$ cat config.mk
export PLATFORM = sky130hd
export DESIGN_NAME = serial_link
export DESIGN_NICKNAME = d
export VERILOG_FILES = /design/src/source/serial_link_pkg.sv /design/src/source/sl_fifo.sv /design/src/source/sl_cfg_regs.sv /design/src/source/sl_tx_phy.sv /design/src/source/sl_rx_phy.sv /design/src/source/serial_link.sv
export VERILOG_INCLUDE_DIRS = /design/src /design/src/source
export SDC_FILE = /design/constraint.sdc
export NUM_CORES = 1
export LEC_CHECK = 0
export BUFFER_PORTS_ARGS = -buffer_cell sky130_fd_sc_hd__buf_4
export CORE_MARGIN = 10
export CORE_UTILIZATION = 48
export DETAILED_ROUTE_END_ITERATION = 7
export PLACE_DENSITY = 0.67
export SKIP_CTS_REPAIR_TIMING = 1
export SYNTH_ARGS = -nofsm -noshare
export SYNTH_HDL_FRONTEND = slang
export SYNTH_HIERARCHICAL = 1
export SYNTH_SLANG_ARGS = --single-unit
$ cat constraint.sdc
create_clock -name clk_i -period 3.3 [get_ports clk_i]
set_clock_uncertainty 0.05 [all_clocks]
set_input_delay 0.495 -clock clk_i [delete_from_list [all_inputs] [get_ports clk_i]]
set_output_delay 0.495 -clock clk_i [all_outputs]
set_load 0.02 [all_outputs]
$ cat src/source/serial_link_config.svh
////////////////////////////////////////
// Serial link configuration
////////////////////////////////////////

`ifndef SERIAL_LINK_CONFIG_SVH
`define SERIAL_LINK_CONFIG_SVH

// Payload and wire geometry
`define SL_PAYLOAD_W 32
`define SL_NUM_LANES 4
`define SL_BEATS (`SL_PAYLOAD_W / `SL_NUM_LANES)

// Entries in each payload FIFO
`define SL_FIFO_DEPTH 4

// Forwarded clock divider range
`define SL_MIN_CLK_DIV 4
`define SL_MAX_CLK_DIV 64
`define SL_CLK_DIV_W 7

// AXI4-Lite bus geometry
`define SL_AXIL_ADDR_W 5
`define SL_AXIL_DATA_W 32

// Register byte offsets
`define SL_REG_CTRL 5'h00
`define SL_REG_CLK_DIV 5'h04
`define SL_REG_STATUS 5'h08
`define SL_REG_TX_COUNT 5'h0C
`define SL_REG_RX_COUNT 5'h10

`endif

$ cat src/source/serial_link_pkg.sv
////////////////////////////////////////
// Serial link types
////////////////////////////////////////

`include "serial_link_config.svh"

package serial_link_pkg;

  typedef logic [`SL_PAYLOAD_W-1:0] payload_t;
  typedef logic [`SL_NUM_LANES-1:0] lanes_t;
  typedef logic [`SL_CLK_DIV_W-1:0] clk_div_t;
  typedef logic [$clog2(`SL_FIFO_DEPTH + 1)-1:0] fill_t;

  // Control fields from the register block
  typedef struct packed {
    logic     link_en;
    logic     isolate_in;
    logic     isolate_out;
    clk_div_t clk_div;
  } link_ctrl_t;

  // Status and event pulses toward the register block
  typedef struct packed {
    logic [1:0] isolated;
    fill_t      rx_fill;
    logic       tx_done;
    logic       rx_done;
  } link_stat_t;

  ////////////////////////////////////////
  // AXI4-Lite
  ////////////////////////////////////////

  typedef struct packed {
    logic [`SL_AXIL_ADDR_W-1:0]   awaddr;
    logic                         awvalid;
    logic [`SL_AXIL_DATA_W-1:0]   wdata;
    logic [`SL_AXIL_DATA_W/8-1:0] wstrb;
    logic                         wvalid;
    logic                         bready;
    logic [`SL_AXIL_ADDR_W-1:0]   araddr;
    logic                         arvalid;
    logic                         rready;
  } axil_req_t;

  typedef struct packed {
    logic                       awready;
    logic                       wready;
    logic [1:0]                 bresp;
    logic                       bvalid;
    logic                       arready;
    logic [`SL_AXIL_DATA_W-1:0] rdata;
    logic [1:0]                 rresp;
    logic                       rvalid;
  } axil_rsp_t;

endpackage

$ cat src/source/sl_fifo.sv
////////////////////////////////////////
// Payload FIFO
////////////////////////////////////////

`include "serial_link_config.svh"

module sl_fifo #(
  parameter int unsigned Depth = `SL_FIFO_DEPTH
) (
  input  logic                      clk_i,
  input  logic                      rst_n_i,
  input  logic                      push_i,
  input  serial_link_pkg::payload_t data_i,
  output logic                      full_o,
  input  logic                      pop_i,
  output serial_link_pkg::payload_t data_o,
  output logic                      empty_o,
  output serial_link_pkg::fill_t    fill_o
);

  import serial_link_pkg::*;

  localparam int unsigned PtrW = (Depth > 1) ? $clog2(Depth) : 1;
  localparam int unsigned CntW = $clog2(Depth + 1);

  payload_t        mem_q [Depth];
  logic [PtrW-1:0] wptr_q;
  logic [PtrW-1:0] rptr_q;
  logic [CntW-1:0] count_q;
  logic            push_ok;
  logic            pop_ok;

  // Wrap at Depth so non-trivial depths also index correctly
  function automatic logic [PtrW-1:0] next_ptr(logic [PtrW-1:0] ptr);
    if (ptr == PtrW'(Depth - 1)) begin
      return '0;
    end
    return ptr + 1'b1;
  endfunction

  assign full_o  = (count_q == CntW'(Depth));
  assign empty_o = (count_q == '0);
  assign push_ok = push_i & ~full_o;
  assign pop_ok  = pop_i & ~empty_o;
  assign data_o  = mem_q[rptr_q];
  assign fill_o  = fill_t'(count_q);

  always_ff @(posedge clk_i) begin
    if (!rst_n_i) begin
      wptr_q  <= '0;
      rptr_q  <= '0;
      count_q <= '0;
    end else begin
      if (push_ok) wptr_q <= next_ptr(wptr_q);
      if (pop_ok) rptr_q <= next_ptr(rptr_q);
      // Simultaneous push and pop leaves the count unchanged
      if (push_ok && !pop_ok) begin
        count_q <= count_q + 1'b1;
      end else if (pop_ok && !push_ok) begin
        count_q <= count_q - 1'b1;
      end
    end
  end

  always_ff @(posedge clk_i) begin
    if (push_ok) mem_q[wptr_q] <= data_i;
  end

endmodule

$ cat src/source/sl_cfg_regs.sv
////////////////////////////////////////
// Serial link registers
////////////////////////////////////////

`include "serial_link_config.svh"

module sl_cfg_regs (
  input  logic                        clk_i,
  input  logic                        rst_n_i,
  input  serial_link_pkg::axil_req_t  axil_req_i,
  output serial_link_pkg::axil_rsp_t  axil_rsp_o,
  output serial_link_pkg::link_ctrl_t ctrl_o,
  input  serial_link_pkg::link_stat_t stat_i
);

  import serial_link_pkg::*;

  localparam logic [1:0] RespOkay   = 2'b00;
  localparam logic [1:0] RespSlverr = 2'b10;

  link_ctrl_t  ctrl_q;
  logic [31:0] tx_count_q;
  logic [31:0] rx_count_q;

  logic        wr_fire;
  logic        wr_ok;
  logic        rd_fire;
  logic        bvalid_q;
  logic [1:0]  bresp_q;
  logic        rvalid_q;
  logic [1:0]  rresp_q;
  logic [31:0] rdata_q;
  logic [1:0]  rresp_d;
  logic [31:0] rdata_d;

  // Force even, then clamp to the supported divider range
  function automatic clk_div_t clamp_div(logic [31:0] value);
    logic [31:0] even;
    even = {value[31:1], 1'b0};
    if (even < 32'(`SL_MIN_CLK_DIV)) begin
      return clk_div_t'(`SL_MIN_CLK_DIV);
    end
    if (even > 32'(`SL_MAX_CLK_DIV)) begin
      return clk_div_t'(`SL_MAX_CLK_DIV);
    end
    return clk_div_t'(even);
  endfunction

  ////////////////////////////////////////
  // Write path
  ////////////////////////////////////////

  assign wr_fire = axil_req_i.awvalid & axil_req_i.wvalid & ~bvalid_q;
  assign wr_ok   = (axil_req_i.awaddr == `SL_REG_CTRL) ||
                   (axil_req_i.awaddr == `SL_REG_CLK_DIV);

  always_ff @(posedge clk_i) begin
    if (!rst_n_i) begin
      ctrl_q.link_en     <= 1'b0;
      ctrl_q.isolate_in  <= 1'b0;
      ctrl_q.isolate_out <= 1'b0;
      ctrl_q.clk_div     <= clk_div_t'(`SL_MIN_CLK_DIV);
      bvalid_q           <= 1'b0;
      bresp_q            <= RespOkay;
    end else begin
      if (wr_fire) begin
        bvalid_q <= 1'b1;
        bresp_q  <= wr_ok ? RespOkay : RespSlverr;
        if (axil_req_i.awaddr == `SL_REG_CTRL) begin
          ctrl_q.link_en     <= axil_req_i.wdata[0];
          ctrl_q.isolate_in  <= axil_req_i.wdata[1];
          ctrl_q.isolate_out <= axil_req_i.wdata[2];
        end
        if (axil_req_i.awaddr == `SL_REG_CLK_DIV) begin
          ctrl_q.clk_div <= clamp_div(axil_req_i.wdata);
        end
      end else if (bvalid_q && axil_req_i.bready) begin
        bvalid_q <= 1'b0;
      end
    end
  end

  // Payload counters wrap at 32 bits
  always_ff @(posedge clk_i) begin
    if (!rst_n_i) begin
      tx_count_q <= '0;
      rx_count_q <= '0;
    end else begin
      tx_count_q <= tx_count_q + 32'(stat_i.tx_done);
      rx_count_q <= rx_count_q + 32'(stat_i.rx_done);
    end
  end

  ////////////////////////////////////////
  // Read path
  ////////////////////////////////////////

  assign rd_fire = axil_req_i.arvalid & ~rvalid_q;

  always_comb begin
    rdata_d = '0;
    rresp_d = RespOkay;
    case (axil_req_i.araddr)
      `SL_REG_CTRL: begin
        rdata_d[0] = ctrl_q.link_en;
        rdata_d[1] = ctrl_q.isolate_in;
        rdata_d[2] = ctrl_q.isolate_out;
      end
      `SL_REG_CLK_DIV:  rdata_d[`SL_CLK_DIV_W-1:0] = ctrl_q.clk_div;
      `SL_REG_STATUS: begin
        rdata_d[1:0] = stat_i.isolated;
        rdata_d[6:4] = stat_i.rx_fill;
      end
      `SL_REG_TX_COUNT: rdata_d = tx_count_q;
      `SL_REG_RX_COUNT: rdata_d = rx_count_q;
      default:          rresp_d = RespSlverr;
    endcase
  end

  always_ff @(posedge clk_i) begin
    if (!rst_n_i) begin
      rvalid_q <= 1'b0;
      rresp_q  <= RespOkay;
    end else if (rd_fire) begin
      rvalid_q <= 1'b1;
      rresp_q  <= rresp_d;
    end else if (rvalid_q && axil_req_i.rready) begin
      rvalid_q <= 1'b0;
    end
  end

  always_ff @(posedge clk_i) begin
    if (rd_fire) rdata_q <= rdata_d;
  end

  // Address and data are accepted together in one cycle
  always_comb begin
    axil_rsp_o.awready = wr_fire;
    axil_rsp_o.wready  = wr_fire;
    axil_rsp_o.bresp   = bresp_q;
    axil_rsp_o.bvalid  = bvalid_q;
    axil_rsp_o.arready = rd_fire;
    axil_rsp_o.rdata   = rdata_q;
    axil_rsp_o.rresp   = rresp_q;
    axil_rsp_o.rvalid  = rvalid_q;
  end

  assign ctrl_o = ctrl_q;

endmodule

$ cat src/source/sl_tx_phy.sv
////////////////////////////////////////
// Serial link transmit PHY
////////////////////////////////////////

`include "serial_link_config.svh"

module sl_tx_phy (
  input  logic                        clk_i,
  input  logic                        rst_n_i,
  input  serial_link_pkg::link_ctrl_t ctrl_i,
  input  logic                        in_valid_i,
  input  serial_link_pkg::payload_t   in_data_i,
  output logic                        in_ready_o,
  output logic                        ddr_rcv_clk_o,
  output serial_link_pkg::lanes_t     ddr_o,
  output logic                        tx_done_o
);

  import serial_link_pkg::*;

  localparam int unsigned BeatW = $clog2(`SL_BEATS);

  typedef enum logic [1:0] {
    ST_IDLE,
    ST_SEND,
    ST_GAP
  } tx_state_e;

  tx_state_e        state_q;
  logic             fifo_full;
  logic             fifo_empty;
  logic             push;
  logic             pop;
  logic             tick;
  payload_t         fifo_data;
  payload_t         shift_q;
  clk_div_t         half_q;
  clk_div_t         div_cnt_q;
  logic [BeatW-1:0] beat_q;

  assign in_ready_o = ctrl_i.link_en & ~ctrl_i.isolate_in & ~fifo_full;
  assign push       = in_valid_i & in_ready_o;
  assign tx_done_o  = push;
  // New payloads only start while the link is enabled
  assign pop        = (state_q == ST_IDLE) & ctrl_i.link_en & ~fifo_empty;
  assign tick       = (div_cnt_q == '0);

  sl_fifo #(
    .Depth ( `SL_FIFO_DEPTH )
  ) i_tx_fifo (
    .clk_i   ( clk_i      ),
    .rst_n_i ( rst_n_i    ),
    .push_i  ( push       ),
    .data_i  ( in_data_i  ),
    .full_o  ( fifo_full  ),
    .pop_i   ( pop        ),
    .data_o  ( fifo_data  ),
    .empty_o ( fifo_empty ),
    .fill_o  (            )
  );

  ////////////////////////////////////////
  // Serializer
  ////////////////////////////////////////

  always_ff @(posedge clk_i) begin
    if (!rst_n_i) begin
      state_q       <= ST_IDLE;
      ddr_rcv_clk_o <= 1'b0;
      ddr_o         <= '0;
      half_q        <= clk_div_t'(`SL_MIN_CLK_DIV / 2);
      div_cnt_q     <= '0;
      beat_q        <= '0;
    end else begin
      case (state_q)
        ST_IDLE: begin
          if (pop) begin
            // Divider is latched so a register write never splits a payload
            state_q   <= ST_SEND;
            half_q    <= ctrl_i.clk_div >> 1;
            div_cnt_q <= (ctrl_i.clk_div >> 1) - 1'b1;
            beat_q    <= '0;
          end
        end
        ST_SEND: begin
          if (tick) begin
            ddr_rcv_clk_o <= ~ddr_rcv_clk_o;
            ddr_o         <= shift_q[`SL_NUM_LANES-1:0];
            div_cnt_q     <= half_q - 1'b1;
            beat_q        <= beat_q + 1'b1;
            if (beat_q == BeatW'(`SL_BEATS - 1)) state_q <= ST_GAP;
          end else begin
            div_cnt_q <= div_cnt_q - 1'b1;
          end
        end
        ST_GAP: begin
          // Clock stays low for half a period before the next payload
          if (tick) begin
            state_q <= ST_IDLE;
          end else begin
            div_cnt_q <= div_cnt_q - 1'b1;
          end
        end
        default: state_q <= ST_IDLE;
      endcase
    end
  end

  // Least significant nibble goes out first
  always_ff @(posedge clk_i) begin
    if (pop) begin
      shift_q <= fifo_data;
    end else if (state_q == ST_SEND && tick) begin
      shift_q <= shift_q >> `SL_NUM_LANES;
    end
  end

endmodule

$ cat src/source/sl_rx_phy.sv
////////////////////////////////////////
// Serial link receive PHY
////////////////////////////////////////

`include "serial_link_config.svh"

module sl_rx_phy (
  input  logic                        clk_i,
  input  logic                        rst_n_i,
  input  serial_link_pkg::link_ctrl_t ctrl_i,
  input  logic                        ddr_rcv_clk_i,
  input  serial_link_pkg::lanes_t     ddr_i,
  output logic                        out_valid_o,
  output serial_link_pkg::payload_t   out_data_o,
  input  logic                        out_ready_i,
  output serial_link_pkg::fill_t      rx_fill_o,
  output logic                        rx_done_o
);

  import serial_link_pkg::*;

  localparam int unsigned BeatW = $clog2(`SL_BEATS);

  logic             clk_s1_q;
  logic             clk_s2_q;
  logic             clk_prev_q;
  lanes_t           ddr_s1_q;
  lanes_t           ddr_s2_q;
  logic             edge_det;
  logic [BeatW-1:0] edge_cnt_q;
  payload_t         shift_q;
  payload_t         word;
  logic             push;
  logic             pop;
  logic             fifo_full;
  logic             fifo_empty;

  // Clock and lanes share the same two-stage delay to keep them aligned
  always_ff @(posedge clk_i) begin
    if (!rst_n_i) begin
      clk_s1_q   <= 1'b0;
      clk_s2_q   <= 1'b0;
      clk_prev_q <= 1'b0;
    end else begin
      clk_s1_q   <= ddr_rcv_clk_i;
      clk_s2_q   <= clk_s1_q;
      clk_prev_q <= clk_s2_q;
    end
  end

  always_ff @(posedge clk_i) begin
    ddr_s1_q <= ddr_i;
    ddr_s2_q <= ddr_s1_q;
  end

  ////////////////////////////////////////
  // Deserializer
  ////////////////////////////////////////

  // Either edge of the forwarded clock carries a beat
  assign edge_det = clk_s2_q ^ clk_prev_q;
  assign word     = {ddr_s2_q, shift_q[`SL_PAYLOAD_W-1:`SL_NUM_LANES]};
  assign push     = edge_det & ctrl_i.link_en & (edge_cnt_q == BeatW'(`SL_BEATS - 1));

  always_ff @(posedge clk_i) begin
    if (!rst_n_i) begin
      edge_cnt_q <= '0;
    end else if (!ctrl_i.link_en) begin
      edge_cnt_q <= '0;
    end else if (edge_det) begin
      edge_cnt_q <= edge_cnt_q + 1'b1;
    end
  end

  always_ff @(posedge clk_i) begin
    if (edge_det) shift_q <= word;
  end

  sl_fifo #(
    .Depth ( `SL_FIFO_DEPTH )
  ) i_rx_fifo (
    .clk_i   ( clk_i      ),
    .rst_n_i ( rst_n_i    ),
    .push_i  ( push       ),
    .data_i  ( word       ),
    .full_o  ( fifo_full  ),
    .pop_i   ( pop        ),
    .data_o  ( out_data_o ),
    .empty_o ( fifo_empty ),
    .fill_o  ( rx_fill_o  )
  );

  // A payload arriving at a full FIFO is dropped and not counted
  assign rx_done_o   = push & ~fifo_full;
  assign out_valid_o = ~ctrl_i.isolate_out & ~fifo_empty;
  assign pop         = out_valid_o & out_ready_i;

endmodule

$ cat src/source/serial_link.sv
////////////////////////////////////////
// Serial link top level
////////////////////////////////////////

module serial_link (
  input  logic                       clk_i,
  input  logic                       rst_n_i,
  // Register access
  input  serial_link_pkg::axil_req_t axil_req_i,
  output serial_link_pkg::axil_rsp_t axil_rsp_o,
  // Payload input stream
  input  logic                       in_valid_i,
  input  serial_link_pkg::payload_t  in_data_i,
  output logic                       in_ready_o,
  // Payload output stream
  output logic                       out_valid_o,
  output serial_link_pkg::payload_t  out_data_o,
  input  logic                       out_ready_i,
  // Off-chip wire
  input  logic                       ddr_rcv_clk_i,
  output logic                       ddr_rcv_clk_o,
  input  serial_link_pkg::lanes_t    ddr_i,
  output serial_link_pkg::lanes_t    ddr_o,
  // Isolation handshake and clock gate
  input  logic [1:0]                 isolated_i,
  output logic [1:0]                 isolate_o,
  output logic                       clk_ena_o
);

  import serial_link_pkg::*;

  link_ctrl_t ctrl;
  link_stat_t stat;
  logic       tx_done;
  logic       rx_done;
  fill_t      rx_fill;

  ////////////////////////////////////////
  // Configuration registers
  ////////////////////////////////////////

  sl_cfg_regs i_cfg_regs (
    .clk_i      ( clk_i      ),
    .rst_n_i    ( rst_n_i    ),
    .axil_req_i ( axil_req_i ),
    .axil_rsp_o ( axil_rsp_o ),
    .ctrl_o     ( ctrl       ),
    .stat_i     ( stat       )
  );

  always_comb begin
    stat.isolated = isolated_i;
    stat.rx_fill  = rx_fill;
    stat.tx_done  = tx_done;
    stat.rx_done  = rx_done;
  end

  // Bit 0 isolates the input side, bit 1 the output side
  assign isolate_o = {ctrl.isolate_out, ctrl.isolate_in};
  assign clk_ena_o = ctrl.link_en;

  ////////////////////////////////////////
  // Physical layer
  ////////////////////////////////////////

  sl_tx_phy i_tx_phy (
    .clk_i         ( clk_i         ),
    .rst_n_i       ( rst_n_i       ),
    .ctrl_i        ( ctrl          ),
    .in_valid_i    ( in_valid_i    ),
    .in_data_i     ( in_data_i     ),
    .in_ready_o    ( in_ready_o    ),
    .ddr_rcv_clk_o ( ddr_rcv_clk_o ),
    .ddr_o         ( ddr_o         ),
    .tx_done_o     ( tx_done       )
  );

  sl_rx_phy i_rx_phy (
    .clk_i         ( clk_i         ),
    .rst_n_i       ( rst_n_i       ),
    .ctrl_i        ( ctrl          ),
    .ddr_rcv_clk_i ( ddr_rcv_clk_i ),
    .ddr_i         ( ddr_i         ),
    .out_valid_o   ( out_valid_o   ),
    .out_data_o    ( out_data_o    ),
    .out_ready_i   ( out_ready_i   ),
    .rx_fill_o     ( rx_fill       ),
    .rx_done_o     ( rx_done       )
  );

endmodule

# [Word-level counts from Yosys, hierarchy flattened]
# Memories as Yosys holds them, arrays and structs flattened. A register that Yosys moved wholly into a read port is not among the register bits.
# Index checks and enable logic that the tools add are counted.
[classes] addsub=15 n_lt_le_gt_ge=2 n_eq_ne=20 mux=70 bitwise_logic=26 n_reduce_logical=34
[op_table] operator="32-bit by 1-bit adder with 32-bit output" count=2
[op_table] operator="32-bit two-way mux" count=2
[op_table] operator="25-bit case mux with 2 select lines" count=1
[op_table] operator="7-bit two-way mux" count=7
[op_table] operator="2-bit two-way mux" count=18
[op_table] operator="32-bit by 7-bit > comparator with 1-bit output, second input constant" count=1
[op_table] operator="32-bit by 3-bit less-than comparator with 1-bit output, second input constant" count=1
[op_table] operator="1-bit two-way mux" count=29
[op_table] operator="7-bit case mux with 3 select lines" count=1
[op_table] operator="3-bit two-way mux" count=6
[op_table] operator="1-bit AND" count=16
[op_table] operator="6-bit by 1-bit subtractor with 7-bit output, second input constant" count=2
[op_table] operator="3-bit by 1-bit adder with 3-bit output, second input constant" count=4
[op_table] operator="3-bit == test, second input constant" count=4
[op_table] operator="3-bit case mux with 4 select lines" count=1
[op_table] operator="2-bit nonzero test" count=6
[op_table] operator="2-bit == test, second input constant" count=5
[op_table] operator="5-bit by 3-bit == test with 1-bit output, second input constant" count=2
[op_table] operator="5-bit by 4-bit == test with 1-bit output, second input constant" count=2
[op_table] operator="5-bit zero test" count=2
[op_table] operator="2-bit case mux with 5 select lines" count=1
[op_table] operator="2-bit AND reduction" count=5
[op_table] operator="1-bit NOT" count=9
[op_table] operator="2-bit by 1-bit adder with 2-bit output, second input constant" count=4
[op_table] operator="other kinds (21)" count=36
[totals] reg_bits=227 mem_bits_rw=256 in_bits=94 output_inout_bits=83 word_cells=200 mem_count=2
[mem_list] name="i_rx_phy.i_rx_fifo.mem_q" words=4 width=32 rd=1 rd_ports_with_merged_regs=1 write_ports=1 line="sl_fifo.sv:26" text="payload_t mem_q [Depth];"
[mem_list] name="i_tx_phy.i_tx_fifo.mem_q" words=4 width=32 rd=1 rd_ports_with_merged_regs=1 write_ports=1 line="sl_fifo.sv:26"

# [Depth between registers and ports, before layout]
# Gate-level depths: netlist (run 1).
[logic_depth] ltp_word=11 mapped_depth=14 ltp_nobuf=11

# [Modules after synthesis]
# Netlist (run 1), hierarchy kept.
[by_module_without_submodules] mod="sl_fifo" instances=2 cells_per_inst=218 area_each_um2=5138.7 seq_area_each_um2=4023.9
[by_module_without_submodules] mod="sl_cfg_regs" instances=1 cells_per_inst=517 area_each_um2=5057.4 seq_area_each_um2=2502.4
[by_module_without_submodules] mod="sl_tx_phy" instances=1 cells_per_inst=311 area_each_um2=2822.7 seq_area_each_um2=1421.4
[by_module_without_submodules] mod="sl_rx_phy" instances=1 cells_per_inst=64 area_each_um2=1273.7 seq_area_each_um2=1121.1

# [Worst setup path before layout (run 1)]
# OpenSTA, ideal clock, no wires.
[synth_path] path_type="register -> register" from="register i_cfg_regs.ctrl_q (netlist bit i_cfg_regs/ctrl_o[9])" to="register i_cfg_regs.tx_count_q[22]" setup_ns=0.070 arrival_time_ns=2.977 t_required_ns=3.180 slack_ns=0.202 stages_incl_launch_ff=10 n_path_buf=1 synth_period_minus_slack_ns=3.098 cell_sequence="dfxtp_1 > nor3b_1 > and2_1 > ha_1 > ha_1 > and3_1 > clkbuf_1 > nand3_1 > or4_1 > a21oi_1"
[synth_between] elab_chain_len=4
[synth_rtl] element="from (decl)" line="sl_cfg_regs.sv:21" text="link_ctrl_t ctrl_q;"
[synth_rtl] element="1-bit AND (2 in a row)" line="sl_tx_phy.sv:41" text="assign in_ready_o = ctrl_i.link_en & ~ctrl_i.isolate_in & ~fifo_full;"
[synth_rtl] element="named net in_ready_o" line="serial_link.sv:14" text="output logic in_ready_o,"
[synth_rtl] element="1-bit AND" line="sl_tx_phy.sv:42" text="assign push = in_valid_i & in_ready_o;"
[synth_rtl] element="named net tx_done" line="serial_link.sv:34" text="logic tx_done;"
[synth_rtl] element="32-bit by 1-bit adder with 32-bit output" line="sl_cfg_regs.sv:89" text="tx_count_q <= tx_count_q + 32'(stat_i.tx_done);"
[synth_rtl] element="to (signal assigned)" line="sl_cfg_regs.sv:89"
[synth_rtl] element="to (decl)" line="sl_cfg_regs.sv:22" text="logic [31:0] tx_count_q;"
# The timed path passes the listed nets, and every way through them passes these cells.
# A chain may end at the register's enable or synchronous reset.

# [Worst setup path in the final report (run 1)]
[layout_path] from="register i_tx_phy.i_tx_fifo.count_q[0], in the netlist i_tx_phy/i_tx_fifo/fill_o[0]" to="register i_cfg_regs.tx_count_q[22]"
[layout_between] elab_chain_len=5
[layout_rtl] element="from (decl)" line="sl_fifo.sv:29" text="logic [CntW-1:0] count_q;"
[layout_rtl] element="from (signal assigned)" line="sl_fifo.sv:58" text="count_q <= count_q + 1'b1;"
[layout_rtl] element="from (signal assigned)" line="sl_fifo.sv:60" text="count_q <= count_q - 1'b1;"
[layout_rtl] element="3-bit == test" line="sl_fifo.sv:41" text="assign full_o = (count_q == CntW'(Depth));"
[layout_rtl] element="named net i_tx_phy.fifo_full" line="sl_tx_phy.sv:30" text="logic fifo_full;"
[layout_rtl] element="1-bit NOT" line="sl_tx_phy.sv:41"
[layout_rtl] element="1-bit AND" line="sl_tx_phy.sv:41"
[layout_rtl] element="1-bit AND" line="sl_tx_phy.sv:42"
[layout_rtl] element="named net tx_done" line="serial_link.sv:34"
[layout_rtl] element="32-bit by 1-bit adder with 32-bit output" line="sl_cfg_regs.sv:89"
# The timed path passes the listed nets, and every way through them passes these cells.

==> flow_summary_export.csv, run 1 <==
group,metric,value,unit
place,placed_cells,1985,
clocking,numCtsBuffers,48,
detailed_routing,routed_wl,40600,um
finish,syn2layout_area_growth,17.3,%
critical_path,crit_arrival,3.39,ns
sta,maxSlewHeadroom,50.2,%
detailed_routing,dr_total_vias,11500,
detailed_routing,post_drt_wl_per_cell,19.5,um
critical_path,critPathCapture,"i_cfg_regs/tx_count_q[22]$_SDFF_PN0_",
synth,synthCells,1327,
power_and_ir_drop,seqPwrFrac,53.6,%
sta,final_hold_viol_count,0,
power_and_ir_drop,internal-power,9730,uW
finish,final_cell_area,0.0228,mm^2
detailed_routing,routed_via_density,5.54,
critical_path,reg2regPathDepth,9,
sta,setup_violations,0,
critical_path,critical_path_class,"reg -> reg",
clocking,cts_root_buffer,"clkbuf_16",
global_routing,grt-ovfl-total,0,
place,port_buffers,170,
clocking,cts.sinks,480,
finish,regArea,0.0131,mm^2
global_routing,antenna_found_initial,0,
floorplanning,coreArea,0.0399,mm^2
sta,timing.final.crit_share,88.5,%
finish,num_antenna_cells,0,
power_and_ir_drop,swShare,21.0,%
detailed_routing,first_pass_iters,5,
clocking,tritoncts,"yes",
critical_path,cp_data_required_time,3.76,ns
global_routing,grt_pass1_wl,64600,um
synth,syn_area_per_cell,14.6,um^2
clocking,cts.clk_slew.worst_paths,0.07,ns
floorplanning,ios,177,
global_routing,track_usage,16.3,%
detailed_routing,ant_nets,0,
finish,stdcell_count,2078,
power_and_ir_drop,pwr-share-comb,3.5,%
sta,period_minus_slack,2.92,ns
floorplanning,placement_rows,73,
finish,fillers,3143,
floorplanning,die_area,0.0489,mm^2
global_routing,grt_pass1_vias,11800,
critical_path,timing.rr.start,"i_tx_phy/i_tx_fifo/fill_o[0]$_SDFFE_PN0P_",
worst_hold_path,hold_path_class,"in -> reg",
sta,final_max_slew_viol_count,0,
clocking,htreeDepth,2,
global_routing,grt_max_degree,51,
floorplanning,fp.dieW,221,um
power_and_ir_drop,leakage,0.00798,uW
floorplanning,die_y,221,um
floorplanning,start_util,48.7,%
critical_path,cp-startpoint,"i_tx_phy/i_tx_fifo/fill_o[0]$_SDFFE_PN0P_",
sta,fmax,342,MHz
synth,yosys_warnings,6,
power_and_ir_drop,clkPwrFrac,42.9,%
critical_path,path_max_fanout,10,
power_and_ir_drop,p_total,12300,uW
critical_path,cp-start-kind,"register",
sta,max_slew.worst_pin.slew,0.746,ns
run,drv_cap,0,
critical_path,end_kind,"register",
place,routabilityCongestion,0.817,
power_and_ir_drop,powerDensity,540,mW/mm^2
critical_path,worst-r2r-setup-slack,0.38,ns
finish,final_nets,1638,
sta,rsz0062_at_grt,"false",
finish,multiInputGateArea,0.00579,mm^2
power_and_ir_drop,ir_drop,0.000399,V
finish,drive_gt1_share,22.9,%
sta,setup_tns,0,ns
synth,post_synth_instance_area,0.0194,mm^2
critical_path,r2r_end,"i_cfg_regs/tx_count_q[22]$_SDFF_PN0_",
clocking,clk_latency,0.59,ns
detailed_routing,drc,0,
detailed_routing,dr.first_iter.drc_count,791,
place,dp_hpwl,26200,um
place,dpl_cell_area,0.0212,mm^2
run_status,status,"finished, final reports clean",
sta,hold_slack,0.0469,ns
power_and_ir_drop,switching_power,2580,uW
clocking,max-clock-path-buffers,3,
-- layout by cell type, fill, tap and decap left out, drive strengths merged, types with 26 or more instances in the layout --
master	n
nand3	41
mux2i	30
buf	202
mux4	64
or4	30
edfxtp	348
nand2	158
nor2	49
dfxtp	132
a21oi	57
ha	28
inv	35
o31ai	26
clkbuf	57
and2	27
-- per-stage QoR --
step	util, %	setup WS [ns]
floorplan	-	0.202
global placement	53.1	0.493
detailed placement	53.1	0.383
CTS	57.0	0.376
global route	57.1	0.0806
finish	57.1	0.378
-- power by group through the flow --
stage	sequential, uW	combinational (uW)	clock (uW)
floorplan	6750	178	0
global placement	6720	428	0
detailed placement	6720	435	0
CTS	6600	436	5430
global route	6600	474	5680
finish	6600	433	5280
-- final cells by class --
cell class	instances	area share (%)
clock inverter	32	1.20
tap	525	2.88
timing repair buffer	206	6.94
clock buffer	57	5.56
inverter	32	0.527
multi-input combinational	746	25.4
sequential	480	57.5
-- critical path, stage by stage, from the launching register on --
cell	delay [ns]
dfxtp_1	0.46
nor3b_2	0.09
nor3b_1	0.23
and2_1	0.18
ha_1	0.20
ha_1	0.19
and3_1	0.40
nand3_1	0.34
or4_1	0.55
a21oi_1	0.15
-- layer usage --
layer / up-vias / GRT usage (%) / routed length, um
li1: 5440 / - / -
met1: 5721 / 20.2 / 17600
met2: 291 / 27.3 / 19800
met3: 69 / 4.07 / 2250
met4: 0 / 5.35 / 913
met5: - / 0 / 0
-- state kept, by name, summed over array words and instances, names as in the netlist, 9 cells and up, named ones only --
| register | cells |
|---|---|
| i_cfg_regs/ctrl_o | 9 |
| i_rx_phy/shift_q | 28 |
| i_cfg_regs/rx_count_q | 32 |
| i_rx_phy/i_rx_fifo/mem_q | 128 |
| i_tx_phy/shift_q | 32 |
| i_tx_phy/i_tx_fifo/mem_q | 128 |
| i_cfg_regs/tx_count_q | 32 |
| i_cfg_regs/rdata_q | 32 |
-- worst min-delay path by stage --
stage	start	end	slack (ns)	depth (start not counted)
3_5_place_dp	i_rx_phy/ddr_s1_q[1]$_DFF_P_	i_rx_phy/ddr_s2_q[1]$_DFF_P_	0.27	0
4_1_cts	ddr_i[1]	i_rx_phy/ddr_s1_q[1]$_DFF_P_	-0.08	1
2_1_floorplan	i_rx_phy/ddr_s1_q[0]$_DFF_P_	i_rx_phy/ddr_s2_q[0]$_DFF_P_	0.26	0
5_1_grt	axil_req_i[0]	i_cfg_regs/rvalid_q$_SDFFE_PN0P_	0.02	2
3_3_place_gp	i_rx_phy/ddr_s1_q[3]$_DFF_P_	i_rx_phy/ddr_s2_q[3]$_DFF_P_	0.26	0
6_report	axil_req_i[0]	i_cfg_regs/rvalid_q$_SDFFE_PN0P_	0.05	2
Note: power is estimated with default switching activity, not from simulation.
==> inputs of run 2 (changes only) <==
--- a/config.mk
+++ b/config.mk
@@ -9,6 +9,7 @@
 export BUFFER_PORTS_ARGS = -buffer_cell sky130_fd_sc_hd__buf_4
 export CORE_MARGIN = 10
 export CORE_UTILIZATION = 48
+export CTS_BUF_LIST = sky130_fd_sc_hd__clkbuf_16
 export DETAILED_ROUTE_END_ITERATION = 7
 export PLACE_DENSITY = 0.67
 export SKIP_CTS_REPAIR_TIMING = 1
==> run 2 against run 1 <==
Clock power is 0.9% lower. Largest cell class unchanged. Critical path type unchanged. Global-route usage about the same. Non-clock buffer count stayed put. Register-to-register slack about the same. Sequential power hardly changed. Clock-buffer cell count is 8 lower.
==> flow_summary_export.csv, run 2 (same netlist as run 1, synthesis figures left out) <==
group,metric,value,unit
global_routing,antenna_found_initial,0,
place,place_ws,0.383,ns
place,placed_cells,1985,
clocking,max-clock-path-buffers,3,
critical_path,path_max_fanout,10,
detailed_routing,routed_via_density,5.53,
finish,syn2layout_area_growth,17.3,%
critical_path,timing.rr.start,"i_tx_phy/i_tx_fifo/fill_o[0]$_SDFFE_PN0P_",
sta,setup_ws,0.390,ns
floorplanning,ios,177,
sta,setup_tns,0,ns
global_routing,grt_max_degree,51,
sta,max_slew.worst_pin.slew,0.742,ns
global_routing,track_usage,16.3,%
clocking,cts.sinks,480,
clocking,cts.clk_slew.worst_paths,0.07,ns
floorplanning,die_y,221,um
finish,layout_commonest_cell,"edfxtp_1",
global_routing,grt_pass1_vias,11800,
floorplanning,start_util,48.7,%
critical_path,crit_arrival,3.37,ns
finish,final_nets,1638,
clocking,tritoncts,"yes",
floorplanning,coreArea,0.0399,mm^2
critical_path,crit_slowest_cell,"or4_1",
finish,num_antenna_cells,0,
place,port_buffers,170,
detailed_routing,dr_total_vias,11500,
sta,rsz0062_at_grt,"false",
detailed_routing,dr.first_iter.drc_count,807,
detailed_routing,ant_nets,0,
clocking,cts_root_buffer,"clkbuf_16",
worst_hold_path,hold_depth,2,
critical_path,cp_data_required_time,3.76,ns
floorplanning,fp.dieW,221,um
detailed_routing,drc,0,
critical_path,critical_path_class,"reg -> reg",
critical_path,crit_chain,"nor3b_2 > nor3b_1 > and2_1 > ha_1 > ha_1 > and3_1 > nand3_1 > or4_1 > a21oi_1",
critical_path,end_kind,"register",
worst_hold_path,hold_path_class,"in -> reg",
floorplanning,die_area,0.0489,mm^2
finish,stdcell_count,2078,
critical_path,max_stage_delay,0.55,ns
finish,drive_gt1_share,22.8,%
critical_path,cp-startpoint,"i_tx_phy/i_tx_fifo/fill_o[0]$_SDFFE_PN0P_",
clocking,numCtsBuffers,48,
critical_path,reg2regPathDepth,9,
sta,timing.final.crit_share,88.2,%
floorplanning,placement_rows,73,
sta,setup_violations,0,
finish,layout_common_cells,"edfxtp_1, buf_4, nand2_1, dfxtp_1, mux4_2",
detailed_routing,first_pass_iters,6,
worst_hold_path,hp-start,"axil_req_i[0]",
run_status,status,"finished, final reports clean",
sta,final_hold_viol_count,0,
power_and_ir_drop,ir_drop,0.000398,V
global_routing,grt-ovfl-total,0,
sta,final_max_slew_viol_count,0,
sta,fmax,344,MHz
global_routing,grt_pass1_wl,64600,um
sta,period_minus_slack,2.91,ns
power_and_ir_drop,powerDensity,538,mW/mm^2
sta,maxSlewHeadroom,50.4,%
detailed_routing,routed_wl,40500,um
place,routabilityCongestion,0.817,
power_and_ir_drop,leakage,0.00801,uW
clocking,clk_latency,0.59,ns
finish,reg.largest.list,"i_rx_phy/i_rx_fifo/mem_q x128, i_tx_phy/i_tx_fifo/mem_q x128",
clocking,htreeDepth,2,
place,dp_hpwl,26200,um
run,drv_cap,0,
critical_path,cp-start-kind,"register",
critical_path,cp_common_cell,"ha_1",
detailed_routing,post_drt_wl_per_cell,19.5,um
## run 2: cell count changes in the layout (fill, tap and decap cells not counted), sizes merged
cell	before	now
inv	35	42
clkinv	23	24
clkbuf	57	49
## run 2: per-layer routing
| layer | vias to the layer above | wire length [um] | GRT usage (%) | share of wire [%] |
|---|---|---|---|---|
| met5 | - | 0 | 0 | 0 |
| met4 | 0 | 922 | 5.35 | 2.3 |
| met3 | 71 | 2230 | 4.07 | 5.5 |
| met2 | 281 | 19800 | 27.3 | 49 |
| met1 | 5707 | 17600 | 20.2 | 43 |
| li1 | 5436 | - | - | - |
## run 2: stage by stage
stage               utilization, %  cell area, um^2  power, uW  hold slack, ns
floorplan                        -            19400       6920           0.260
global placement              53.1            21200       7150           0.262
detailed placement            53.1            21200       7160           0.265
CTS                           57.0            22700      12400         -0.0793
global route                  57.1            22800      12700          0.0236
finish                        57.1            22800      12300          0.0483
## run 2: layout make-up
class / instances / area, um^2
Sequential cell: 480 / 13100
Timing Repair Buffer: 206 / 1580
Tap cell: 525 / 657
Clock buffer: 49 / 1230
Multi-Input combinational cell: 746 / 5790
Clock inverter: 40 / 304
Inverter: 32 / 120
Fill cell: 3146 / 17100
## run 2: critical path, delay by kind of cell, from the launching register on
kind,cells,cell delay [ns]
and+or+nand+nor,6,1.78
DFF,1,0.46
adders and majority gates,2,0.39
AOI/OAI and AO/OA,1,0.15
## run 2: report_power, final
group	leakage [uW]	total (uW)	internal [uW]	switching, uW
Combinational	0.00300	433	176	257
Clock	0.000775	5230	2960	2280
Sequential	0.00424	6600	6550	45.2
Total	0.00801	12300	9680	2580
## run 2: path summary, 6_finish.rpt
check	slack (ns)	to
min	0.05	i_cfg_regs/rvalid_q$_SDFFE_PN0P_
max reg2reg	0.39	i_cfg_regs/tx_count_q[22]$_SDFF_PN0_
max	0.39	i_cfg_regs/tx_count_q[22]$_SDFF_PN0_
min reg2reg	0.28	i_rx_phy/ddr_s2_q[3]$_DFF_P_
